--- config.mk ---
export PLATFORM = sky130hd
export DESIGN_NAME = interval_timer
export DESIGN_NICKNAME = d
export VERILOG_FILES = /design/src/logic/map_pkg.sv /design/src/logic/bus_pkg.sv /design/src/logic/interval_timer.sv
export SDC_FILE = /design/constraint.sdc
export NUM_CORES = 1
export LEC_CHECK = 0
export BUFFER_PORTS_ARGS = -buffer_cell sky130_fd_sc_hd__buf_2
export CORE_MARGIN = 8
export CORE_UTILIZATION = 46
export DETAILED_ROUTE_END_ITERATION = 10
export PLACE_DENSITY_LB_ADDON = 0.05
export SYNTH_ARGS = -nofsm -noshare
export SYNTH_HDL_FRONTEND = slang
export SYNTH_SLANG_ARGS = --single-unit
export TNS_END_PERCENT = 30
--- constraint.sdc ---
create_clock -name clk -period 2.56 [get_ports clk]
set_input_delay 0.256 -clock clk [delete_from_list [all_inputs] [get_ports clk]]
set_output_delay 0.256 -clock clk [all_outputs]
set_load 0.02 [all_outputs]
--- src/logic/map_pkg.sv ---
package map_pkg;

    // ==============================
    // region decode
    // ==============================

    localparam int REGION_WIDTH = 4;

    typedef logic [REGION_WIDTH-1:0] region_t; // top bits of the byte address

    localparam region_t REGION_RAM   = region_t'(0);
    localparam region_t REGION_UART  = region_t'(1);
    localparam region_t REGION_TIMER = region_t'(2);

    // ==============================
    // device word offsets
    // ==============================

    localparam int RAM_ADDR_WIDTH   = 10; // 1024 words of sram
    localparam int UART_ADDR_WIDTH  = 2;
    localparam int TIMER_ADDR_WIDTH = 1;

    localparam int DEV_ADDR_WIDTH =
        (RAM_ADDR_WIDTH >= UART_ADDR_WIDTH && RAM_ADDR_WIDTH >= TIMER_ADDR_WIDTH) ?
            RAM_ADDR_WIDTH :
        (UART_ADDR_WIDTH >= TIMER_ADDR_WIDTH) ?
            UART_ADDR_WIDTH :
            TIMER_ADDR_WIDTH; // every device port carries the widest offset

    // uart register offsets
    localparam int UART_REG_DATA   = 0;
    localparam int UART_REG_STATUS = 1;
    localparam int UART_REG_CTRL   = 2;

    // timer register offsets
    localparam int TIMER_REG_COUNT   = 0;
    localparam int TIMER_REG_EXPIRED = 1;

endpackage

--- src/logic/bus_pkg.sv ---
package bus_pkg;

    // ==============================
    // widths
    // ==============================

    localparam int ADDR_WIDTH = 32;
    localparam int WORD_WIDTH = 32;
    localparam int MASK_WIDTH = WORD_WIDTH / 8; // one enable per byte lane

    typedef logic [ADDR_WIDTH-1:0]              addr_t;
    typedef logic [WORD_WIDTH-1:0]              word_t;
    typedef logic [MASK_WIDTH-1:0]              mask_t;
    typedef logic [map_pkg::DEV_ADDR_WIDTH-1:0] dev_addr_t; // word offset inside a device

    // ==============================
    // request and response
    // ==============================

    typedef struct packed {
        logic  read;
        logic  write;
        addr_t address;
        word_t data_wr;
        mask_t mask;
    } cpu_req_t;

    typedef struct packed {
        word_t data_rd;
        logic  stall;
        logic  interrupt;
    } cpu_rsp_t;

    typedef struct packed {
        logic      read;
        logic      write;
        dev_addr_t address;
        word_t     data_wr;
        mask_t     mask;
    } dev_req_t;

    typedef struct packed {
        word_t data_rd;
        logic  stall;
        logic  interrupt;
    } dev_rsp_t;

endpackage

--- src/logic/interval_timer.sv ---
`timescale 1ns/1ns

module interval_timer (
    input  logic              clk,
    input  logic              arst_n,
    input  bus_pkg::dev_req_t req,
    output bus_pkg::dev_rsp_t rsp
);

    typedef logic [map_pkg::TIMER_ADDR_WIDTH-1:0] reg_sel_t;

    bus_pkg::word_t count;
    reg_sel_t       reg_sel;
    logic           expired;
    logic           load;
    logic           clear;
    logic           hit_zero;

    assign reg_sel  = req.address[map_pkg::TIMER_ADDR_WIDTH-1:0];
    assign load     = req.write && (reg_sel == reg_sel_t'(map_pkg::TIMER_REG_COUNT));
    assign clear    = req.write && (reg_sel == reg_sel_t'(map_pkg::TIMER_REG_EXPIRED));
    assign hit_zero = !load && (count == bus_pkg::word_t'(1)); // last decrement

    always_ff @(posedge clk or negedge arst_n) begin
        if (!arst_n) begin
            count   <= '0;
            expired <= 1'b0;
        end else begin
            if (load) count <= req.data_wr;
            else if (count != '0) count <= count - 1'b1;

            // a new expiry wins over a clear in the same cycle
            if (hit_zero) expired <= 1'b1;
            else if (clear) expired <= 1'b0;
        end
    end

    always_comb begin
        rsp.stall     = 1'b0;
        rsp.interrupt = 1'b0; // expiry is polled
        case (reg_sel)
            reg_sel_t'(map_pkg::TIMER_REG_COUNT): rsp.data_rd = count;
            default:                              rsp.data_rd = {31'b0, expired};
        endcase
    end

endmodule

# After elaboration in Yosys (flattened, before gate mapping)

Index checks and enable logic that the tools add are counted.
W data, S select, Z words.

Register bits: 33
Input port bits: 50
Output and inout bits: 34
Word-level logic and storage cells: 17

Add/sub/neg operators: 1
Equality and inequality tests: 1
Multiplexer cells: 5
Bitwise gates (word level): 1
Reductions and logical operators: 7

Operator list:

| cell                    | count |
|---|---|
| $mux W32                | 3 |
| $eq A32 B1 Y1 const B   | 1 |
| $reduce_bool A32 Y1     | 1 |
| $sub A32 B1 Y32 const B | 1 |
| $reduce_bool A2 Y1      | 2 |
| $logic_and A1 B1 Y1     | 3 |
| $mux W1                 | 2 |
| $logic_not A1 Y1        | 1 |
| $not A1 Y1              | 1 |

# Longest topological paths before layout

Gate-level depths: netlist of the first run.

Depth after elaboration: 5
Mapped depth: 7
Gate-level depth less buffers: 7

# Worst setup path before layout of the first run

No wires, ideal clock.

Path kind: register -> register
From: register count[26]
To: register count[21]
Setup time: 126 ps
Arrival: 2087 ps
Data required time: 2434 ps
Slack: 347 ps
Stages on the path, launching flop included: 7
Buffers on the path: 1
Clock period less this slack: 2213 ps
Cell sequence: dfrtp_1 > or4_1 > or3_1 > buf_6 > o31ai_4 > nor2_1 > a221o_1

Cells in the longest elaborated chain, start to end: 2

RTL lines:

| item                         | RTL line             | text |
|---|---|---|
| start: declaration           | interval_timer.sv:12 | `bus_pkg::word_t count;` |
| start signal: assignment     | interval_timer.sv:29 | `if (load) count <= req.data_wr;` |
| start signal: assignment     | interval_timer.sv:30 | `else if (count != '0) count <= count - 1'b1;` |
| $reduce_bool A32 Y1          | interval_timer.sv:30 |  |
| $reduce_bool A2 Y1 (no line) | -                    |  |

No other way between the ends.
A chain may end at the register's enable or synchronous reset.

# Worst setup path in the final report of the first run

From: register count[26]
To: register count[13]

Same word-level chain as after synthesis.

==> results of run 1 <==
-- layout make-up --
cell class / count / area (um2) / share of cell area
inverter: 3 / 11.26 / 0.004239
clock buffer: 7 / 86.33 / 0.03250
sequential: 33 / 825.8 / 0.3109
timing repair buffer: 82 / 447.9 / 0.1686
tap: 52 / 65.06 / 0.02449
multi-input combinational: 193 / 1220 / 0.4593
-- critical path, delay by kind of cell, from the launching register on --
kind	cells	cell delay, ps
AND/OR/NAND/NOR	3	1070
AO/OA/AOI/OAI	2	730
flip-flops	1	410
-- synthesized netlist by cell type, types with 3 or more instances --
library cell and n:
o21ai_0 9, clkbuf_1 10, nand4_1 4, o31ai_1 3
dfrtp_1 33, nor3_1 10, nor4_1 8, and3_1 3
nand2_1 18, inv_1 3, or3_1 6, o311a_1 4
nand3_1 8, o211ai_1 5, or4_1 5, buf_2 3
xnor2_1 14, a21oi_1 9, nor2_1 23, a211oi_1 10
nor2b_1 31
-- metal layers --
metal | vias to the layer above | track usage
li1 | 1038 | -
met5 | - | 0
met4 | 0 | 0.04710
met3 | 5 | 0.04831
met1 | 970 | 0.1906
met2 | 44 | 0.2758
-- power groups by stage --
stage / Sequential, mW / Clock, mW / Combinational (mW)
after floorplan: 0.723 / 0 / 0.371
after global placement: 0.757 / 0 / 0.526
after detailed placement: 0.761 / 0 / 0.529
after CTS: 0.752 / 0.409 / 0.532
after global routing: 0.774 / 0.427 / 0.582
final: 0.753 / 0.401 / 0.523
-- worst paths after layout --
check | to | slack, ps | cells after the start
max | count[13]$_DFFE_PN0P_ | 250 | 5
min | count[6]$_DFFE_PN0P_ | 50 | 1
max reg2reg | count[13]$_DFFE_PN0P_ | 250 | 5
min reg2reg | expired$_DFFE_PN0P_ | 590 | 2
max in group asynchronous | count[9]$_DFFE_PN0P_ | 2020 | 1
min in group clk | count[6]$_DFFE_PN0P_ | 170 | 3
-- cell families (layout without fill, tap and decap cells) --
kind of cell | after synthesis | count (layout) | share of synthesized area
adder cells (fa/ha/maj) | 2 | 2 | 0.01171
AND/OR/NAND/NOR | 122 | 122 | 0.3158
AO/OA/AOI/OAI | 51 | 51 | 0.1746
buffers and inverters | 20 | 92 | 0.04393
XOR/XNOR | 16 | 16 | 0.06561
other | 1 | 2 | 0.001756
flip-flops | 33 | 33 | 0.3866
-- sequential cells by signal (all words and copies together) (netlist names) --
name     flops
count       32
expired      1
==> Implementation_results.wiki, run 1 <==
{| class="wikitable"
! Metric !! Value
|-
| Largest cells by area after synthesis || dfrtp_1, nor2b_1, xnor2_1
|-
| Initial antenna violation count || 0
|-
| Number of diodes added for antenna fixing || 0
|-
| Setup Total Neg Slack || 0 ps
|-
| Top library cells by usage in the layout, fill and taps aside || buf_2, dfrtp_1, nor2b_1, nor2_1, nand2_1
|-
| Outcome || completed
|-
| Yosys warning count || 0
|-
| Worst path slowest cell || or4_1
|-
| Post-route setup slack || ~250 ps
|-
| Vias || ~2.1k
|-
| Share of layout cells above drive strength 1 || 0.2893
|-
| Internal Dissipation || around 1.1 mW
|-
| Critical R2R Launch || count[26]$_DFFE_PN0P_
|-
| Total of max-cap violations || 0
|-
| # rows || 24
|-
| Slowest stage delay, CP || between 500 and 600 ps
|-
| Buffer count from post-CTS setup fixing || 0
|-
| Hold buffers post-CTS || 0
|-
| Clock share of power || 0.239
|-
| Minimum hold slack || around 47 ps
|-
| Peak VDD IR || about 0.37 mV
|-
| Transition time at the pin with the least slew margin || ~780 ps
|-
| Grt ovf || 0
|-
| Later-pin clock latency in the skew report || roughly 280 ps
|-
| Power density of the placed cells || around 630 nW/um2
|-
| Upper clock frequency limit || between 400 and 500 MHz
|-
| Initial cell density of the core || 0.4838
|-
| Final Instance Count excl. Fillers || 370
|-
| Post-Syn Instances || approximately 250
|-
| Final worst-path cycle share || 0.9032
|-
| Commonest non-fill, non-tap cell in the layout || buf_2
|-
| RSZ-0062 raised after global routing || false
|-
| Crit path required time || roughly 2700 ps
|-
| Synth area leader || dfrtp_1
|-
| First-pass GRT wire length || roughly 9600 um
|-
| Max-slew violation count || 0
|-
| Ports || 84
|-
| Number of buffers added by the clock tree synthesis step || 5
|-
| Vias in the first global route || around 2.1k
|-
| Average detailed-routed wire length per instance || approximately 15 um
|-
| Number of distinct library cell variants in the gate-level netlist after synthesis || 40
|-
| Signed area change from the synthesized netlist to the final layout || 24.37%
|-
| Crit end category || flip-flop
|-
| Most used DFF post-synth || dfrtp_1
|-
| Switching portion of total power || 0.3607
|-
| Flop pwr share || 0.449
|-
| Period minus WS final || 2312 ps
|-
| Final setup violation count || 0
|-
| Worst-path fanout max || 7
|-
| DP Cell Count || approximately 360
|-
| Area enclosed by the die boundary || between 7000 and 8000 um2
|-
| Detailed-route wire length || between 5000 and 6000 um
|-
| Post-synthesis cell area || roughly 2100 um2
|-
| Clock sink count || 33
|-
| Bufs on Longest Clock Path || 2
|-
| Post-route design area || about 2700 um2
|-
| Final core occ || 0.6018
|-
| Worst clock skew || approximately 4.4 ps
|-
| Leakage || between 1 and 1.5 nW
|-
| DRC Markers || 0
|-
| Avg Cell Area, Syn || 8.718 um2
|-
| Met2 wire length || between 2000 and 3000 um
|-
| Port-buffer cells || between 60 and 70
|-
| Chip Width || 84.14 um
|-
| DRT met1 WL || 2567 um
|-
| Maximum number of pins on one net before global-route repair || 36
|-
| First drt pass iteration count || 4
|-
| Data arrival at the endpoint of the critical path || 2480 ps
|-
| Proportion of power drawn by combinational gates || 0.312
|-
| Area after detailed placement || about 2600 um2
|-
| Height of the die || 84.14 um
|-
| Count of filler cells inserted in the layout || between 400 and 500
|-
| Core footprint || 4414 um2
|-
| Total routing usage reported by global routing || 0.1617
|-
| Number of enable-type register cells in the synthesized netlist || 0
|-
| Power after layout || ~1.7 mW
|-
| Async set-or-reset flop fraction in the synthesized netlist || 1.000
|-
| Clock transition time at the flip-flop clock pins of the worst setup and hold paths || about 70 ps
|-
| Net load switching power || between 0.6 and 0.7 mW
|-
| Number of flip-flops and latches in the synthesized netlist || 33
|-
| Top routing layer in use || met4
|-
| Post-DR vias/cell || around 5.6
|-
| Ordered list of cells on the worst path || or4_1, or3_1, o31ai_4, nor3_1, a221o_1
|-
| Hold Vio Cnt, Final || 0
|-
| Starting DRT DRC Count || 63
|-
| Post-CTS Resized || 0
|-
| CTS tree || built
|-
| Setup Crit Path Kind || flip-flop to flip-flop
|-
| Routability congestion estimate || about 0.81
|-
| Sequential area share after synthesis || 0.3866
|-
| Clock root cell || clkbuf_8
|-
| Met3 WL post-DR || about 320 um
|-
| Layout net count || 370
|-
| Number of antenna-violating nets in the routed design || 0
|-
| Deepest level of the CTS H-tree || 2
|-
| Setup crit start kind || flip-flop
|-
| Critical Path Start || count[26]$_DFFE_PN0P_
|-
| Share of the synthesized area in the top cell type || 0.3866
|-
| Setup Slack @ Placement || approximately 240 ps
|-
| Hold crit path type || primary input to asynchronous set/reset pin
|-
| Post-detail-place hpwl || ~4200 um
|-
| Relative max-transition margin || 0.4833
|}
Power figures use the tool's default switching activity.
==> run 2: changes to the inputs <==
Settings changed: PLACE_DENSITY from default to 0.75, PLACE_DENSITY_LB_ADDON 0.05 to default.
==> Implementation_results.wiki, run 2 (synthesized netlist as in run 1, its figures left out) <==
{| class="wikitable"
! Metric !! Value
|-
| Post-CTS Resized || 0 (unchanged)
|-
| Final worst-path cycle share || 0.9235 (was 0.9032)
|-
| Max-slew violation count || 0 (unchanged)
|-
| Multi-input logic area || 1220 um2 (unchanged)
|-
| # rows || 24 (unchanged)
|-
| CTS tree || built (unchanged)
|-
| DRC Markers || 0 (unchanged)
|-
| Setup crit start kind || flip-flop (unchanged)
|-
| Setup Total Neg Slack || 0 ps (unchanged)
|-
| Worst path slowest cell || or4_1 (unchanged)
|-
| Core footprint || 4414 um2 (unchanged)
|-
| Power density of the placed cells || 630.5 nW/um2 (was 631.5 nW/um2)
|-
| Leakage || 1.151 nW (about the same)
|-
| Slowest stage delay, CP || 580 ps (was 560 ps)
|-
| Clock sink count || 33 (unchanged)
|-
| Commonest non-fill, non-tap cell in the layout || buf_2 (unchanged)
|-
| Area after detailed placement || 2570 um2 (unchanged)
|-
| Vias || 2082 (was 2057)
|-
| Later-pin clock latency in the skew report || 280 ps (about the same)
|-
| Internal Dissipation || 1.070 mW (was 1.072 mW)
|-
| Number of flip-flops in the largest register || 32 (unchanged)
|-
| Ports || 84 (unchanged)
|-
| Net load switching power || 0.6045 mW (was 0.6050 mW)
|-
| Largest register by flop count || count (unchanged)
|-
| Count of filler cells inserted in the layout || 398 (was 435)
|-
| Layer with the highest usage after global routing || met2 (unchanged)
|-
| Hold crit path type || primary input to asynchronous set/reset pin (unchanged)
|-
| Top delay family on crit path || simple AND/OR/NAND/NOR gates (unchanged)
|-
| First drt pass iteration count || 4 (unchanged)
|-
| Setup Crit Path Kind || flip-flop to flip-flop (unchanged)
|-
| Number of buffers added by the clock tree synthesis step || 5 (unchanged)
|-
| Chip Width || 84.14 um (unchanged)
|-
| Switching portion of total power || 0.3609 (was 0.3607)
|-
| Met3 capacity usage during global routing || 0.03961 (was 0.04831)
|-
| Starting DRT DRC Count || 110 (was 63)
|-
| Worst clock skew || 3.098 ps (was 4.450 ps)
|-
| Initial antenna violation count || 0 (unchanged)
|-
| Area enclosed by the die boundary || 7080 um2 (unchanged)
|-
| Crit path required time || 2730 ps (was 2720 ps)
|-
| Relative max-transition margin || 0.5042 (was 0.4833)
|-
| Average detailed-routed wire length per instance || 15.41 um (was 15.42 um)
|-
| Total routing usage reported by global routing || 0.1652 (was 0.1617)
|-
| Worst-path fanout max || 6 (was 7)
|-
| First-pass GRT wire length || 9970 um (was 9646 um)
|-
| Ordered list of cells on the worst path || or4_1, or3_1, o31ai_4, nor2_1, a221o_1 (was or4_1, or3_1, o31ai_4, nor3_1, a221o_1)
|-
| Final setup violation count || 0 (unchanged)
|-
| Proportion of power drawn by combinational gates || 0.313 (was 0.312)
|-
| Post-route design area || 2656 um2 (unchanged)
|-
| Met1 Resource Use GR || 0.2035 (was 0.1906)
|-
| Period minus WS final || 2364 ps (was 2312 ps)
|-
| Data arrival at the endpoint of the critical path || 2530 ps (was 2480 ps)
|-
| Detailed-route wire length || 5702 um (was 5705 um)
|-
| Post-detail-place hpwl || 4319 um (was 4180 um)
|-
| Vias in the first global route || 2150 (was 2088)
|-
| Path depth of the worst reg2reg path || 5 (unchanged)
|-
| Share of layout cells above drive strength 1 || 0.2893 (unchanged)
|-
| Post-DR vias/cell || 5.627 (was 5.559)
|-
| Height of the die || 84.14 um (unchanged)
|-
| Clock share of power || 0.238 (was 0.239)
|-
| Hold Vio Cnt, Final || 0 (unchanged)
|-
| Crit end category || flip-flop (unchanged)
|-
| Clock transition time at the flip-flop clock pins of the worst setup and hold paths || 70 ps (about the same)
|-
| Number of diodes added for antenna fixing || 0 (unchanged)
|-
| Global routing usage on met2 || 0.2737 (was 0.2758)
|-
| Total of max-cap violations || 0 (unchanged)
|-
| Worst Path Buf+Inv || 0 (unchanged)
|-
| Peak VDD IR || 0.4241 mV (was 0.3744 mV)
|-
| Port-buffer cells || 67 (unchanged)
|-
| Flop pwr share || 0.449 (about the same)
|-
| Routability congestion estimate || 0.8498 (was 0.8135)
|-
| Signed area change from the synthesized netlist to the final layout || 24.37% (unchanged)
|-
| Clock root cell || clkbuf_8 (unchanged)
|-
| Maximum number of pins on one net before global-route repair || 34 (was 36)
|-
| Upper clock frequency limit || 423.0 MHz (was 432.5 MHz)
|-
| Outcome || completed (unchanged)
|-
| Initial cell density of the core || 0.4838 (unchanged)
|-
| Buffer count from post-CTS setup fixing || 0 (unchanged)
|-
| FF/Latch Area || 825.8 um2 (unchanged)
|-
| Largest registers || count: 32 flops, expired: 1 flops (unchanged)
|-
| Layout net count || 370 (unchanged)
|-
| Grt ovf || 0 (unchanged)
|-
| Hold buffers post-CTS || 0 (unchanged)
|-
| Deepest level of the CTS H-tree || 2 (unchanged)
|-
| Bufs on Longest Clock Path || 2 (unchanged)
|-
| Total stage count of the critical path || 5 (unchanged)
|-
| RSZ-0062 raised after global routing || false (unchanged)
|-
| Transition time at the pin with the least slew margin || 743.7 ps (was 775.0 ps)
|-
| Top library cells by usage in the layout, fill and taps aside || buf_2, dfrtp_1, nor2b_1, nor2_1, nand2_1 (unchanged)
|-
| Number of antenna-violating nets in the routed design || 0 (unchanged)
|}
## run 2: worst reg2reg max path: stages, from the launching register on
cell	delay, ps
dfrtp_1	410
or4_1	580
or3_1	410
o31ai_4	380
nor2_1	140
a221o_1	340
## run 2: layout make-up
type                    instances  share of cell area
inverters                       3            0.004239
clock buffers                   7             0.03250
well taps                      52             0.02449
repair buffers                 82              0.1686
flip-flops and latches         33              0.3109
multi-input cells             193              0.4593
## run 2: metal layers
metal	vias up	wire, um
met5	-	0
li1	1036	-
met4	0	81
met1	990	2587
met2	49	2801
met3	7	232
## run 2: final timing paths
check                                 startpoint                     to  slack, ps
max                        count[26]$_DFFE_PN0P_  count[21]$_DFFE_PN0P_        200
min                                       arst_n   count[6]$_DFFE_PN0P_         30
max reg2reg                count[26]$_DFFE_PN0P_  count[21]$_DFFE_PN0P_        200
min reg2reg                 count[5]$_DFFE_PN0P_   count[5]$_DFFE_PN0P_        570
max in group asynchronous                 arst_n  count[22]$_DFFE_PN0P_       2050
min in group clk                          req[6]   count[2]$_DFFE_PN0P_        170
## run 2: through the flow
step,setup slack (ps),instances,hold WS [ps],util,power [mW]
after floorplan,346.8,246,-39.59,-,1.093
after global placement,259.0,363,350.4,0.5822,1.272
after detailed placement,223.1,363,365.5,0.5822,1.285
after CTS,208.0,370,58.42,0.6018,1.684
after global routing,82.22,370,90.48,0.6018,1.790
final,195.8,370,34.13,0.6018,1.675
## run 2: power groups by stage
stage	sequential, mW	clock [mW]	combinational [mW]
after floorplan	0.723	0	0.371
after global placement	0.754	0	0.519
after detailed placement	0.758	0	0.527
after CTS	0.749	0.405	0.530
after global routing	0.771	0.438	0.581
final	0.752	0.399	0.525
==> run 3: changes to the inputs <==
Settings changed: CAP_MARGIN from default to 20, CORE_ASPECT_RATIO from default to 1.5.
==> Implementation_results.wiki, run 3 (synthesized netlist as in run 1, its figures left out) <==
{| class="wikitable"
! Metric !! Value
|-
| Leakage || 1.142 nW (was 1.151 nW)
|-
| Max-slew violation count || 0 (unchanged)
|-
| Worst path slowest cell || or4_1 (unchanged)
|-
| First drt pass iteration count || 4 (unchanged)
|-
| Initial antenna violation count || 0 (unchanged)
|-
| Maximum number of pins on one net before global-route repair || 38 (was 34)
|-
| Top library cells by usage in the layout, fill and taps aside || buf_2, dfrtp_1, nor2b_1, nor2_1, nand2_1 (unchanged)
|-
| Ordered list of cells on the worst path || or4_1, or3_1, o31ai_4, nor3_1, a221o_1 (was or4_1, or3_1, o31ai_4, nor2_1, a221o_1)
|-
| Number of flip-flops in the largest register || 32 (unchanged)
|-
| Height of the die || 99.46 um (was 84.14 um)
|-
| Flop pwr share || 0.454 (was 0.449)
|-
| Total routing usage reported by global routing || 0.1656 (was 0.1652)
|-
| CTS tree || built (unchanged)
|-
| Starting DRT DRC Count || 107 (was 110)
|-
| Worst clock skew || 6.348 ps (was 3.098 ps)
|-
| Power density of the placed cells || 627.7 nW/um2 (was 630.5 nW/um2)
|-
| Core footprint || 4504 um2 (was 4414 um2)
|-
| Routability congestion estimate || 0.8560 (was 0.8498)
|-
| Switching portion of total power || 0.3646 (was 0.3609)
|-
| Vias in the first global route || 2121 (was 2150)
|-
| Area enclosed by the die boundary || 7124 um2 (was 7080 um2)
|-
| Bufs on Longest Clock Path || 2 (unchanged)
|-
| Largest registers || count: 32 flops, expired: 1 flops (unchanged)
|-
| Crit path required time || 2720 ps (was 2730 ps)
|-
| Layout net count || 369 (was 370)
|-
| Net load switching power || 0.6036 mW (was 0.6045 mW)
|-
| Deepest level of the CTS H-tree || 2 (unchanged)
|-
| Period minus WS final || 2331 ps (was 2364 ps)
|-
| Grt ovf || 0 (unchanged)
|-
| Setup Crit Path Kind || flip-flop to flip-flop (unchanged)
|-
| Setup crit start kind || flip-flop (unchanged)
|-
| Clock transition time at the flip-flop clock pins of the worst setup and hold paths || 60 ps (was 70 ps)
|-
| Buffer count from post-CTS setup fixing || 0 (unchanged)
|-
| Outcome || completed (unchanged)
|-
| Post-CTS Resized || 0 (unchanged)
|-
| Peak VDD IR || 0.3646 mV (was 0.4241 mV)
|-
| Worst-path fanout max || 6 (unchanged)
|-
| Transition time at the pin with the least slew margin || 753.9 ps (was 743.7 ps)
|-
| Hold buffers post-CTS || 0 (unchanged)
|-
| Number of diodes added for antenna fixing || 0 (unchanged)
|-
| Clock root cell || clkbuf_8 (unchanged)
|-
| Number of buffers added by the clock tree synthesis step || 5 (unchanged)
|-
| Slowest stage delay, CP || 560 ps (was 580 ps)
|-
| Initial cell density of the core || 0.4742 (was 0.4838)
|-
| Top delay family on crit path || simple AND/OR/NAND/NOR gates (unchanged)
|-
| Setup Total Neg Slack || 0 ps (unchanged)
|-
| Chip Width || 71.64 um (was 84.14 um)
|-
| Post-detail-place hpwl || 4270 um (was 4319 um)
|-
| Clock sink count || 33 (unchanged)
|-
| Hold crit path type || primary input to asynchronous set/reset pin (unchanged)
|-
| Largest register by flop count || count (unchanged)
|-
| First-pass GRT wire length || 9604 um (was 9970 um)
|-
| Relative max-transition margin || 0.4974 (was 0.5042)
|-
| Number of antenna-violating nets in the routed design || 0 (unchanged)
|-
| Total of max-cap violations || 0 (unchanged)
|-
| Internal Dissipation || 1.052 mW (was 1.070 mW)
|-
| Vias || 2058 (was 2082)
|-
| Post-DR vias/cell || 5.623 (was 5.627)
|-
| Later-pin clock latency in the skew report || 280 ps (about the same)
|-
| Average detailed-routed wire length per instance || 15.86 um (was 15.41 um)
|-
| Data arrival at the endpoint of the critical path || 2490 ps (was 2530 ps)
|-
| Signed area change from the synthesized netlist to the final layout || 23.49% (was 24.37%)
|-
| DRC Markers || 0 (unchanged)
|-
| Clock share of power || 0.228 (was 0.238)
|-
| Share of layout cells above drive strength 1 || 0.2830 (was 0.2893)
|-
| # rows || 30 (was 24)
|-
| Upper clock frequency limit || 428.9 MHz (was 423.0 MHz)
|-
| Commonest non-fill, non-tap cell in the layout || buf_2 (unchanged)
|-
| Worst Path Buf+Inv || 0 (unchanged)
|-
| Port-buffer cells || 67 (unchanged)
|-
| Crit end category || flip-flop (unchanged)
|-
| Proportion of power drawn by combinational gates || 0.318 (was 0.313)
|-
| Detailed-route wire length || 5803 um (was 5702 um)
|-
| RSZ-0062 raised after global routing || false (unchanged)
|-
| Final worst-path cycle share || 0.9107 (was 0.9235)
|-
| Hold Vio Cnt, Final || 0 (unchanged)
|-
| Final setup violation count || 0 (unchanged)
|-
| Power after layout || 1.655 mW (was 1.675 mW)
|-
| Ports || 84 (unchanged)
|}
run 3: worst reg2reg max path: stages (launching register included):
cell,delay [ps]
dfrtp_1,410
or4_1,560
or3_1,460
o31ai_4,340
nor3_1,110
a221o_1,340
run 3: final timing paths:
| path | startpoint | cells past startpoint | slack [ps] | end |
|---|---|---|---|---|
| setup reg to reg | count[26]$_DFFE_PN0P_ | 5 | 230 | count[13]$_DFFE_PN0P_ |
| hold reg to reg | expired$_DFFE_PN0P_ | 2 | 560 | expired$_DFFE_PN0P_ |
| max in group asynchronous | arst_n | 1 | 2040 | count[15]$_DFFE_PN0P_ |
| setup / recovery | count[26]$_DFFE_PN0P_ | 5 | 230 | count[13]$_DFFE_PN0P_ |
| min in group clk | req[16] | 3 | 180 | count[12]$_DFFE_PN0P_ |
| hold / removal | arst_n | 1 | 40 | count[0]$_DFFE_PN0P_ |
run 3: cell type report:
| cell class | count | area, um2 |
|---|---|---|
| Clock buffer | 8 | 80.08 |
| Fill cell | 436 | 1867 |
| Inverter | 3 | 11.26 |
| Multi-Input combinational cell | 193 | 1220 |
| Sequential cell | 33 | 825.8 |
| Tap cell | 48 | 60.06 |
| Timing Repair Buffer | 81 | 440.4 |
run 3: power by group through the flow:
| stage | Combinational, mW | Sequential, mW | Clock [mW] |
|---|---|---|---|
| global route | 0.585 | 0.771 | 0.406 |
| CTS | 0.534 | 0.751 | 0.385 |
| global placement | 0.522 | 0.751 | 0 |
| detailed placement | 0.530 | 0.759 | 0 |
| floorplan | 0.371 | 0.723 | 0 |
| finish | 0.527 | 0.752 | 0.377 |
run 3: metrics by stage:
stage / instance area (um2) / worst slack [ps] / util / hold WS, ps / instances
detailed placement: 2557 / 220.9 / 0.5678 / 375.5 / 358
floorplan: 2140 / 346.8 / - / -39.59 / 246
global placement: 2557 / 238.8 / 0.5678 / 371.9 / 358
global route: 2638 / 75.87 / 0.5856 / 100.0 / 366
finish: 2638 / 228.6 / 0.5856 / 38.71 / 366
CTS: 2638 / 205.8 / 0.5856 / 72.16 / 366
run 3: per-layer routing:
metal,GRT usage,wire length [um],part of all wire,vias to the layer above
met2,0.3000,3004,0.52,69
met5,0,0,0,-
li1,-,-,-,1025
met3,0.05035,424,0.073,8
met4,0.06793,99,0.017,0
met1,0.1695,2274,0.39,956
